--- src/logic/mem_share_pkg.sv ---
`default_nettype none

package mem_share_pkg;

    // ========================================
    // memory geometry
    // ========================================

    // word address into the shared sram
    localparam int ADDR_W = 8;
    // width of one data word
    localparam int DATA_W = 16;

    // address of one memory word
    typedef logic [ADDR_W-1:0] mem_addr_t;
    // one data word, read or written
    typedef logic [DATA_W-1:0] mem_data_t;

    // ========================================
    // command and client types
    // ========================================

    // one memory command as it travels from client to port
    // wr set means write, clear means read
    typedef struct packed {
        logic      wr;
        mem_addr_t addr;
        mem_data_t data;
    } mem_cmd_t;

    // client request FSM
    // IDLE while the command FIFO is empty, REQ while it holds work
    typedef enum logic {
        IDLE = 1'b0,
        REQ  = 1'b1
    } client_state_t;

endpackage : mem_share_pkg

`default_nettype wire

--- src/logic/leading_one_trailing_one.sv ---
`timescale 1ns/100ps
`default_nettype none

module leading_one_trailing_one #(
    parameter int WIDTH = 4
) (
    input  wire logic [WIDTH-1:0]                     i_data,
    output logic      [((WIDTH > 1) ? $clog2(WIDTH) : 1)-1:0] ow_leadingone,
    output logic      [WIDTH-1:0]                     ow_leadingone_vector,
    output logic      [((WIDTH > 1) ? $clog2(WIDTH) : 1)-1:0] ow_trailingone,
    output logic      [WIDTH-1:0]                     ow_trailingone_vector,
    output logic                                      ow_all_zeroes,
    output logic                                      ow_valid
);

    // width of a bit position
    localparam int POS_W = (WIDTH > 1) ? $clog2(WIDTH) : 1;

    // ========================================
    // bit position search
    // ========================================

    // leading one is the highest set bit, trailing one the lowest
    // both default to position zero when no bit is set
    always_comb
    begin
        ow_leadingone  = '0;
        ow_trailingone = '0;
        // upward scan, the last hit is the highest bit
        for (int i = 0; i < WIDTH; i++)
        begin
            if (i_data[i])
                ow_leadingone = POS_W'(i);
        end
        // downward scan, the last hit is the lowest bit
        for (int i = WIDTH - 1; i >= 0; i--)
        begin
            if (i_data[i])
                ow_trailingone = POS_W'(i);
        end
    end

    // ========================================
    // one-hot vectors and flags
    // ========================================

    // any bit set at all
    assign ow_valid      = |i_data;
    assign ow_all_zeroes = ~ow_valid;

    // highest set bit as a one-hot vector, zero when nothing is set
    assign ow_leadingone_vector = ow_valid ? (WIDTH'(1) << ow_leadingone) : '0;

    // two's complement trick isolates the lowest set bit
    assign ow_trailingone_vector = i_data & (~i_data + WIDTH'(1));

endmodule : leading_one_trailing_one

`default_nettype wire

--- src/logic/round_robin_arbiter.sv ---
`timescale 1ns/100ps
`default_nettype none

module round_robin_arbiter #(
    parameter int CLIENTS = 4
) (
    input  wire logic               i_clk,
    input  wire logic               i_rst_n,
    input  wire logic               i_block_arb,
    input  wire logic [CLIENTS-1:0] i_req,
    output logic      [CLIENTS-1:0] o_gnt
);

    // bits strictly below the previous winner
    logic [CLIENTS-1:0] r_mask;
    // every bit except the previous winner
    logic [CLIENTS-1:0] r_win_mask_only;

    // requests after the block input
    logic [CLIENTS-1:0] w_req_post;
    // requests below the previous winner
    logic [CLIENTS-1:0] w_req_masked;
    // wrap-around candidates
    logic [CLIENTS-1:0] w_req_win_mask;

    logic [CLIENTS-1:0] w_req_vec;
    logic [CLIENTS-1:0] w_reqm_vec;
    logic               w_vld_req;
    logic               w_vld_reqm;
    // one-hot winner or zero when nobody wins
    logic [CLIENTS-1:0] w_win_vec;

    // ========================================
    // request masking
    // ========================================

    // block freezes arbitration by hiding all requests
    assign w_req_post   = i_block_arb ? '0 : i_req;
    assign w_req_masked = w_req_post & r_mask;

    // previous winner only drops out of the wrap-around choice
    // when somebody else is also asking
    assign w_req_win_mask = ($countones(w_req_post) > 1) ?
                            (w_req_post & r_win_mask_only) : w_req_post;

    // ========================================
    // winner search
    // ========================================

    // highest bit of the wrap-around candidates
    leading_one_trailing_one #(
        .WIDTH (CLIENTS)
    ) u_req_leading_one_trailing_one (
        .i_data                (w_req_win_mask),
        .ow_leadingone         (),
        .ow_leadingone_vector  (w_req_vec),
        .ow_trailingone        (),
        .ow_trailingone_vector (),
        .ow_all_zeroes         (),
        .ow_valid              (w_vld_req)
    );

    // highest bit among requests below the previous winner
    leading_one_trailing_one #(
        .WIDTH (CLIENTS)
    ) u_reqm_leading_one_trailing_one (
        .i_data                (w_req_masked),
        .ow_leadingone         (),
        .ow_leadingone_vector  (w_reqm_vec),
        .ow_trailingone        (),
        .ow_trailingone_vector (),
        .ow_all_zeroes         (),
        .ow_valid              (w_vld_reqm)
    );

    // masked search has priority, otherwise start over from the top
    always_comb
    begin
        if (w_vld_reqm)
            w_win_vec = w_reqm_vec;
        else if (w_vld_req)
            w_win_vec = w_req_vec;
        else
            w_win_vec = '0;
    end

    // ========================================
    // grant and mask registers
    // ========================================

    // masks only move on a real win, so they always name the last grant
    // reset state has no previous winner and so starts at the top bit
    always_ff @(posedge i_clk or negedge i_rst_n)
    begin
        if (!i_rst_n)
        begin
            r_mask          <= '0;
            r_win_mask_only <= '1;
        end
        else if (|w_win_vec)
        begin
            r_mask          <= w_win_vec - CLIENTS'(1);
            r_win_mask_only <= ~w_win_vec;
        end
    end

    // one cycle grant pulse
    always_ff @(posedge i_clk or negedge i_rst_n)
    begin
        if (!i_rst_n)
            o_gnt <= '0;
        else
            o_gnt <= w_win_vec;
    end

    // ========================================
    // assertions
    // ========================================

    a_gnt_onehot0 : assert property (@(posedge i_clk) disable iff (!i_rst_n)
        $onehot0(o_gnt));

    // grant only to a client that asked in the cycle before
    a_gnt_had_req : assert property (@(posedge i_clk) disable iff (!i_rst_n)
        (o_gnt & ~$past(i_req)) == '0);

endmodule : round_robin_arbiter

`default_nettype wire

--- src/logic/mem_client.sv ---
`timescale 1ns/100ps
`default_nettype none

module mem_client #(
    parameter int FIFO_DEPTH = 2
) (
    input  wire logic                  i_clk,
    input  wire logic                  i_rst_n,
    input  wire logic                  i_cmd_valid,
    input  wire mem_share_pkg::mem_cmd_t i_cmd,
    output logic                       o_cmd_ready,
    input  wire logic                  i_gnt,
    output logic                       o_req,
    output mem_share_pkg::mem_cmd_t    o_cmd_head
);

    // pointer and occupancy widths
    localparam int PTR_W = $clog2(FIFO_DEPTH);
    localparam int CNT_W = $clog2(FIFO_DEPTH + 1);

    // command storage holding the payload only
    mem_share_pkg::mem_cmd_t r_fifo [FIFO_DEPTH];

    logic [PTR_W-1:0] r_wr_ptr;
    logic [PTR_W-1:0] r_rd_ptr;
    logic [CNT_W-1:0] r_count;

    mem_share_pkg::client_state_t r_state;

    logic w_push;
    logic w_pop;
    logic w_full;

    // ========================================
    // handshake
    // ========================================

    // full FIFO is the only source of back-pressure
    assign w_full      = (r_count == CNT_W'(FIFO_DEPTH));
    assign o_cmd_ready = ~w_full;
    assign w_push      = i_cmd_valid & o_cmd_ready;

    // a grant always consumes the head entry
    assign w_pop = i_gnt;

    // head is always on the port and the sram side picks it by grant
    assign o_cmd_head = r_fifo[r_rd_ptr];

    // request drops during the grant cycle
    // arbiter still sees the old level for one more cycle otherwise
    assign o_req = (r_state == mem_share_pkg::REQ) & ~i_gnt;

    // ========================================
    // circular FIFO
    // ========================================

    // depth is a power of two so pointers wrap by themselves
    always_ff @(posedge i_clk)
    begin
        if (w_push)
            r_fifo[r_wr_ptr] <= i_cmd;
    end

    always_ff @(posedge i_clk or negedge i_rst_n)
    begin
        if (!i_rst_n)
        begin
            r_wr_ptr <= '0;
            r_rd_ptr <= '0;
            r_count  <= '0;
        end
        else
        begin
            if (w_push)
                r_wr_ptr <= r_wr_ptr + PTR_W'(1);
            if (w_pop)
                r_rd_ptr <= r_rd_ptr + PTR_W'(1);
            // occupancy moves only when push and pop differ
            case ({w_push, w_pop})
                2'b10:   r_count <= r_count + CNT_W'(1);
                2'b01:   r_count <= r_count - CNT_W'(1);
                default: r_count <= r_count;
            endcase
        end
    end

    // ========================================
    // request FSM
    // ========================================

    always_ff @(posedge i_clk or negedge i_rst_n)
    begin
        if (!i_rst_n)
            r_state <= mem_share_pkg::IDLE;
        else
        begin
            case (r_state)
                mem_share_pkg::IDLE:
                begin
                    // first command arrives
                    if (w_push)
                        r_state <= mem_share_pkg::REQ;
                end
                mem_share_pkg::REQ:
                begin
                    // last entry leaves with nothing new behind it
                    if (w_pop && !w_push && r_count == CNT_W'(1))
                        r_state <= mem_share_pkg::IDLE;
                end
                default: r_state <= mem_share_pkg::IDLE;
            endcase
        end
    end

    // ========================================
    // assertions
    // ========================================

    // arbiter never grants a client that has nothing queued
    a_no_gnt_idle : assert property (@(posedge i_clk) disable iff (!i_rst_n)
        i_gnt |-> (r_state == mem_share_pkg::REQ));

endmodule : mem_client

`default_nettype wire

--- src/logic/sram_port.sv ---
`timescale 1ns/100ps
`default_nettype none

module sram_port #(
    parameter int NUM_CLIENTS = 4
) (
    input  wire logic                    i_clk,
    input  wire logic                    i_rst_n,
    input  wire logic [NUM_CLIENTS-1:0]  i_gnt,
    input  wire mem_share_pkg::mem_cmd_t i_cmd [NUM_CLIENTS],
    output logic      [NUM_CLIENTS-1:0]  o_rd_valid,
    output mem_share_pkg::mem_data_t     o_rd_data
);

    // one word per address
    localparam int MEM_WORDS = 2 ** mem_share_pkg::ADDR_W;
    localparam int CMD_W     = $bits(mem_share_pkg::mem_cmd_t);

    mem_share_pkg::mem_data_t r_mem [MEM_WORDS];

    // command of the granted client
    mem_share_pkg::mem_cmd_t w_sel;
    // some client owns the port this cycle
    logic                    w_access;

    // ========================================
    // command select
    // ========================================

    // grant is one-hot, so an OR of gated heads is a mux
    always_comb
    begin
        w_sel = '0;
        for (int k = 0; k < NUM_CLIENTS; k++)
        begin
            w_sel = w_sel | (i_cmd[k] & {CMD_W{i_gnt[k]}});
        end
    end

    assign w_access = |i_gnt;

    // ========================================
    // memory array
    // ========================================

    // single port, write or registered read each cycle
    always_ff @(posedge i_clk)
    begin
        if (w_access)
        begin
            if (w_sel.wr)
                r_mem[w_sel.addr] <= w_sel.data;
            else
                o_rd_data <= r_mem[w_sel.addr];
        end
    end

    // ========================================
    // read return
    // ========================================

    // the grant travels with the data as the response tag
    // writes return nothing
    always_ff @(posedge i_clk or negedge i_rst_n)
    begin
        if (!i_rst_n)
            o_rd_valid <= '0;
        else
            o_rd_valid <= i_gnt & {NUM_CLIENTS{~w_sel.wr}};
    end

    // ========================================
    // assertions
    // ========================================

    // two owners at once would corrupt the selected command
    a_gnt_onehot0 : assert property (@(posedge i_clk) disable iff (!i_rst_n)
        $onehot0(i_gnt));

endmodule : sram_port

`default_nettype wire

--- src/logic/mem_share_top.sv ---
`timescale 1ns/100ps
`default_nettype none

module mem_share_top #(
    parameter int NUM_CLIENTS = 4,
    parameter int FIFO_DEPTH  = 2
) (
    input  wire logic                    i_clk,
    input  wire logic                    i_rst_n,
    input  wire logic                    i_block_arb,
    input  wire logic [NUM_CLIENTS-1:0]  i_cmd_valid,
    input  wire mem_share_pkg::mem_cmd_t i_cmd [NUM_CLIENTS],
    output logic      [NUM_CLIENTS-1:0]  o_cmd_ready,
    output logic      [NUM_CLIENTS-1:0]  o_gnt,
    output logic      [NUM_CLIENTS-1:0]  o_rd_valid,
    output mem_share_pkg::mem_data_t     o_rd_data
);

    // request levels from the clients
    logic [NUM_CLIENTS-1:0] w_req;
    // FIFO heads, one per client
    mem_share_pkg::mem_cmd_t w_cmd_head [NUM_CLIENTS];

    // ========================================
    // arbiter
    // ========================================

    round_robin_arbiter #(
        .CLIENTS (NUM_CLIENTS)
    ) u_round_robin_arbiter (
        .i_clk       (i_clk),
        .i_rst_n     (i_rst_n),
        .i_block_arb (i_block_arb),
        .i_req       (w_req),
        .o_gnt       (o_gnt)
    );

    // ========================================
    // clients
    // ========================================

    for (genvar g = 0; g < NUM_CLIENTS; g++)
    begin : g_client
        mem_client #(
            .FIFO_DEPTH (FIFO_DEPTH)
        ) u_mem_client (
            .i_clk       (i_clk),
            .i_rst_n     (i_rst_n),
            .i_cmd_valid (i_cmd_valid[g]),
            .i_cmd       (i_cmd[g]),
            .o_cmd_ready (o_cmd_ready[g]),
            .i_gnt       (o_gnt[g]),
            .o_req       (w_req[g]),
            .o_cmd_head  (w_cmd_head[g])
        );
    end

    // ========================================
    // shared memory port
    // ========================================

    sram_port #(
        .NUM_CLIENTS (NUM_CLIENTS)
    ) u_sram_port (
        .i_clk      (i_clk),
        .i_rst_n    (i_rst_n),
        .i_gnt      (o_gnt),
        .i_cmd      (w_cmd_head),
        .o_rd_valid (o_rd_valid),
        .o_rd_data  (o_rd_data)
    );

endmodule : mem_share_top

`default_nettype wire

--- config.mk ---
export PLATFORM = sky130hd
export DESIGN_NAME = mem_share_top
export DESIGN_NICKNAME = d
export VERILOG_FILES = /design/src/logic/mem_share_pkg.sv /design/src/logic/leading_one_trailing_one.sv /design/src/logic/round_robin_arbiter.sv /design/src/logic/mem_client.sv /design/src/logic/sram_port.sv /design/src/logic/mem_share_top.sv
export SDC_FILE = /design/constraint.sdc
export NUM_CORES = 2
export LEC_CHECK = 0
export BUFFER_PORTS_ARGS = -buffer_cell sky130_fd_sc_hd__buf_2
export CORE_AREA = 2 2 637 892
export DETAILED_ROUTE_END_ITERATION = 10
export DIE_AREA = 0 0 639 894
export GPL_TIMING_DRIVEN = 1
export PLACE_DENSITY = 0.48
export SYNTH_ARGS = -nofsm -noshare
export SYNTH_HDL_FRONTEND = slang
export SYNTH_MEMORY_MAX_BITS = 65536
export SYNTH_SLANG_ARGS = --single-unit
--- constraint.sdc ---
create_clock -name i_clk -period 5.43 [get_ports i_clk]
set_clock_uncertainty 0.1 [all_clocks]
set_input_delay 1.086 -clock i_clk [delete_from_list [all_inputs] [get_ports i_clk]]
set_output_delay 1.086 -clock i_clk [all_outputs]
set_load 0.01 [all_outputs]
## Word-level counts from Yosys, hierarchy flattened

Memories as Yosys holds them, arrays and structs flattened. A register that Yosys moved wholly into a read port is not among the register bits.
Index checks and enable logic that the tools add are counted.

- Add/sub/neg operators: 20
- Order comparisons: 1
- Equal/unequal tests: 16
- Shifts and indexed selects: 2
- Muxes and demuxes: 33
- Bitwise gates (word level): 32
- Reductions and logical operators: 21

Operator list:

| kind | count |
|---|---|
| $and A25 B25 Y25 | 4 |
| $or A25 B25 Y25 | 3 |
| $add A32 B32 Y32 | 1 |
| $gt A32 B2 Y1 const B | 1 |
| $mux W1 | 17 |
| $eq A2 B1 Y1 const B | 8 |
| $eq A2 B2 Y1 const B | 8 |
| $mux W4 | 4 |
| $pmux W2 S2 | 4 |
| $reduce_or A4 Y1 | 4 |
| $not A1 Y1 | 13 |
| $and A4 B4 Y4 | 3 |
| $add A1 B1 Y1 const B | 8 |
| $add A2 B1 Y2 const B | 4 |
| $and A1 B1 Y1 | 8 |
| $logic_and A1 B1 Y1 | 8 |
| $mux W2 | 4 |
| $pmux W1 S2 | 4 |
| $reduce_bool A2 Y1 | 4 |
| $shl A1 B2 Y4 const A | 2 |
| $sub A2 B1 Y2 const B | 4 |
| $add A1 B1 Y2 | 2 |
| $logic_not A1 Y1 | 4 |
| $not A4 Y4 | 1 |
| 2 further kinds | 2 |

- Bits in registers: 36
- RAM bits: 4296
- Bits of input ports: 107
- Output and inout port bits: 28
- Logic and storage cells: 150
- Memories kept: 5

Memories:

| memory | depth | bits a word | read ports | clocked after Yosys merged registers in | wr ports | line | text |
|---|---|---|---|---|---|---|---|
| u_sram_port.r_mem | 256 | 16 | 1 | 1 | 1 | sram_port.sv:19 | `mem_share_pkg::mem_data_t r_mem [MEM_WORDS];` |
| g_client[0].u_mem_client.r_fifo | 2 | 25 | 1 | 0 | 1 | mem_client.sv:22 | `mem_share_pkg::mem_cmd_t r_fifo [FIFO_DEPTH];` |
| g_client[1].u_mem_client.r_fifo | 2 | 25 | 1 | 0 | 1 | mem_client.sv:22 |  |
| g_client[2].u_mem_client.r_fifo | 2 | 25 | 1 | 0 | 1 | mem_client.sv:22 |  |
| g_client[3].u_mem_client.r_fifo | 2 | 25 | 1 | 0 | 1 | mem_client.sv:22 |  |

## Longest topological paths before layout

- Depth in word-level cells: 14
- Depth in mapped cells: 18
- Mapped depth without buffers: 17

## By module

Synthesis repeated with hierarchy kept, for this count alone.

- Cells, all modules: 7310
- Area total of the unflattened synthesis: 165741.5 um^2

Modules (own cells, without submodules):

| module | instances | cells an instance | area each (um^2) | seq. area each (um^2) |
|---|---|---|---|---|
| sram_port | 1 | 6799 | 156221.1 | 123578.5 |
| mem_client | 4 | 104 | 2167.1 | 1626.6 |
| round_robin_arbiter | 1 | 59 | 659.4 | 305.3 |
| leading_one_trailing_one | 2 | 18 | 96.3 | 0.0 |

## Least setup slack after synthesis

OpenSTA, ideal clock, no wires.

- Path type: register to register
- Start point: register g_client[3].u_mem_client.r_rd_ptr
- End point: memory u_sram_port.r_mem[0][7] in the netlist's numbering, data pin
- Arrival time: 4.344 ns
- Path slack: 0.165 ns
- Stages on the path, launching flop included: 7
- Path buffers: 3
- Period minus slack after synthesis: 5.265 ns
- Path through: dfrtp_1 buf_4 buf_2 buf_1 mux2_2 a22oi_1 nand2_1

RTL lines:

| what | line | text |
|---|---|---|
| start, declared | mem_client.sv:25 | `logic [PTR_W-1:0] r_rd_ptr;` |
| start signal, assigned | mem_client.sv:77 | `r_rd_ptr <= r_rd_ptr + PTR_W'(1);` |
| end, declared | sram_port.sv:19 |  |

## Worst setup path in the final report

- Start point: register g_client[3].u_mem_client.r_rd_ptr
- End point: register u_sram_port.o_rd_data[0] (read register of u_sram_port.r_mem), data pin

- Cells in the longest elaborated chain, start to end: 5

RTL lines:

| what | line | text |
|---|---|---|
| $mem_v2 Z2 W25 * | -- |  |
| $and A25 B25 Y25 * | sram_port.sv:36 | `w_sel = w_sel \| (i_cmd[k] & {CMD_W{i_gnt[k]}});` |
| $or A25 B25 Y25 * | sram_port.sv:36 |  |
| $not A1 Y1 | -- |  |
| $reduce_and A2 Y1 (no source line) | -- |  |
| end, declared | sram_port.sv:12 | `output mem_share_pkg::mem_data_t o_rd_data` |

Mark *: on every way between the ends. The rest lies on a longest branch, timed or not.
A chain may end at the register's enable or synchronous reset.

==> impl_metrics.toml <==
[clock_tree]
cts_root_buf = "clkbuf_16"
htree_levels = 5
path_clk_slew_ps = 70
cts_tree = "built"
cts_setup_buffers = 0
clk_latency_ps = 1040
cts-buffers-inserted = 409
cts.sinks = 4348
ctsLongestPathBuffers = 4

[detailed_routing]
via_per_inst = 5.16
drt_iter0_markers = 9176
wire_per_inst_um = 29.0
drc = 0
vias = 91300
ant_nets = 0
routed_wl_mm = 514
dr.pass1.iters = 6

[global_route]
grt-ovfl-total = 0
antenna_found_initial = 38
grt_max_degree = 181
grt_use_total_pct = 17.5
grt_pass1_vias = 92300
grt_first_pass_wirelength_mm = 722

[sta]
post-route-min-period_ps = 5400
fin_crit_sh_pct = 99.5
worstMarginPinSlew_ps = 1500
slew_headroom_pct = -0.194
hold_viol = 0
setup_violations = 0
finalMaxSlewViolations = 8
max_freq_ghz = 0.185

[finish]
area_growth_pct = 15.9
n_fill_cell = 52800
final_core_util_pct = 34.7
drive_above_1_share_pct = 21.3
multi_input_area_mm2 = 0.0355
regArea_mm2 = 0.130
nets = 10100

[yosys]
synth.ff_latch_count = 4348
yosysSeqAreaShare_pct = 77.5
synth_area_leaders = "edfxtp_1 (77%), mux4_2 (8.3%), nand2_1 (3.0%)"
synth_area_leader_cell = "edfxtp_1"
ys_async_sr_fraction_pct = 0.828
ys.flop_type = "edfxtp_1"
ys_types = 66
netlist_area_mm2 = 0.168
ys_top_cells_by_count = "edfxtp_1 (4312), nand2_1 (1343), mux4_2 (620)"
synth-edff-count = 4312
ys_warn_count = 0
synthCells = 9384
yosysMostFrequentCell = "edfxtp_1"
synth_top_area_share_pct = 76.9
avgSynthCellArea_um2 = 17.9
syn_nets = 9508

[worst_setup_path]
cp_max_fo = 125
end_kind = "flip-flop"
ff2ff_setup_slack_ps = 30
crit_slowest_cell = "o31a_1"
path_cells = "mux2_1, a22oi_2, and2_4, buf_12, buf_4, buf_12, buf_12, nand2_1, nand3_1, nand3_1, o22ai_1, o31a_1, a311o_1"
criticalPathCategory = "reg2reg"
startpoint_type = "flip-flop"
arrival_ps = 6200
cp_slowest_stage_delay_ps = 940
critPathTopFamily = "compound AO/OA/AOI/OAI gates"
path_common_cell = "buf_12"
crit_required_ps = 6230
path_buf_inv = 4

[floorplanning]
coreArea_mm2 = 0.562
die_area_mm2 = 0.571
die_y_um = 894
io_pins = 135
std_cell_rows = 326
die_w_um = 639
initial_utilization_pct = 29.9

[run]
maxCapViolations = 0

[outcome]
violations = "slew limit"
status = "complete, but fails checks"

[place]
routabilityCongestion = 0.855
dp_hpwl_mm = 315
portBuffers = 134

[worst_hold_path]
hold_class = "in2async"
## cell usage in the layout, fill, tap and decap left out, types with 131 or more instances in the layout
cell / count
buf_2: 134
buf_4: 561
mux4_2: 620
a22oi_1: 265
edfxtp_1: 4312
nand2_1: 1308
a21oi_1: 131
a211oi_1: 239
clkbuf_16: 413
and3_1: 238
nand3_1: 438
nor2_1: 276
## registers in the layout, summed over array words and instances, names as in the netlist
register / cells
u_round_robin_arbiter.r_win_mask_only: 4
u_sram_port.o_rd_valid: 4
g_client.u_mem_client.r_wr_ptr: 4
g_client.u_mem_client.r_state: 4
g_client.u_mem_client.r_rd_ptr: 4
u_sram_port.o_rd_data: 16
u_round_robin_arbiter.o_gnt: 4
g_client.u_mem_client.r_count: 8
u_sram_port.r_mem: 4096
g_client.u_mem_client.r_fifo: 200
u_round_robin_arbiter.r_mask: 4
## worst paths after layout
| check | startpoint | cells after the start | endpoint |
|---|---|---|---|
| min reg2reg | g_client[2].u_mem_client.r_state$_DFF_PN0_ | 1 | g_client[2].u_mem_client.r_state$_DFF_PN0_ |
| max in group asynchronous | i_rst_n | 1 | u_round_robin_arbiter.r_mask[1]$_DFFE_PN0P_ |
| min | i_rst_n | 1 | u_sram_port.o_rd_valid[0]$_DFF_PN0_ |
| min in group i_clk | i_cmd[53] | 1 | g_client[1].u_mem_client.r_fifo[1][3]$_DFFE_PP_ |
| max reg2reg | g_client[3].u_mem_client.r_rd_ptr$_DFFE_PN0P_ | 13 | u_sram_port.o_rd_data[0]$_DFFE_PP_ |
| max | g_client[3].u_mem_client.r_rd_ptr$_DFFE_PN0P_ | 13 | u_sram_port.o_rd_data[0]$_DFFE_PP_ |
## layer usage
layer | global-route usage, % | vias up | part of all wire (%)
li1 | - | 38800 | -
met1 | 22.4 | 48800 | 40
met2 | 30.0 | 3031 | 50
met3 | 2.00 | 691 | 5.1
met4 | 7.59 | 6 | 4.6
met5 | 0 | - | 0.0078
## final cells by class
type                            instances  area share, %
Inverter                               19         0.0365
Tap cell                             7380           4.73
Clock inverter                        259           1.35
Multi-Input combinational cell       4395           18.2
Antenna cell                           39         0.0500
Sequential cell                      4348           66.8
Clock buffer                          493           5.46
Timing Repair Buffer                  780           3.38
## cell families after synthesis
kind of cell	count (synthesis)	share of synthesized area (%)
DFF	4348	77.5
muxes	754	9.17
xor gates and xnor gates	17	0.0885
buffers and inverters	641	1.71
AOI/OAI and AO/OA	1138	4.98
adders and majority gates	17	0.131
and+or+nand+nor	2469	6.45
## worst reg2reg max path: stages, from the launching register on
cell and delay (ps):
dfrtp_1 500, mux2_1 370, a22oi_2 250, and2_4 390
buf_12 260, buf_4 400, buf_12 420, buf_12 580
nand2_1 200, nand3_1 110, nand3_1 160, o22ai_1 380
o31a_1 940, a311o_1 220
## through the flow
step | setup slack, ps | cells | setup TNS (ps) | hold WS (ps) | area (µm²)
final | 26.3 | 17700 | 0 | 98.1 | 195000
after detailed placement | -306 | 16900 | -1570 | 378 | 182000
after global routing | -37.2 | 17700 | -37.2 | 92.4 | 195000
after floorplan | 165 | 9384 | 0 | 351 | 168000
after CTS | 33.6 | 17700 | 0 | 41.8 | 195000
after global placement | -289 | 16900 | -1310 | 382 | 182000
## timing repair
item	CTS	global route
gates resized for setup	10	7
setup endpoints to repair	12	6
hold buffers	0	0
cloned	1	0
pin swaps	2	2
Power is not shown: default switching activity piles up to over one toggle a cycle in this logic, so the estimate is an artifact.
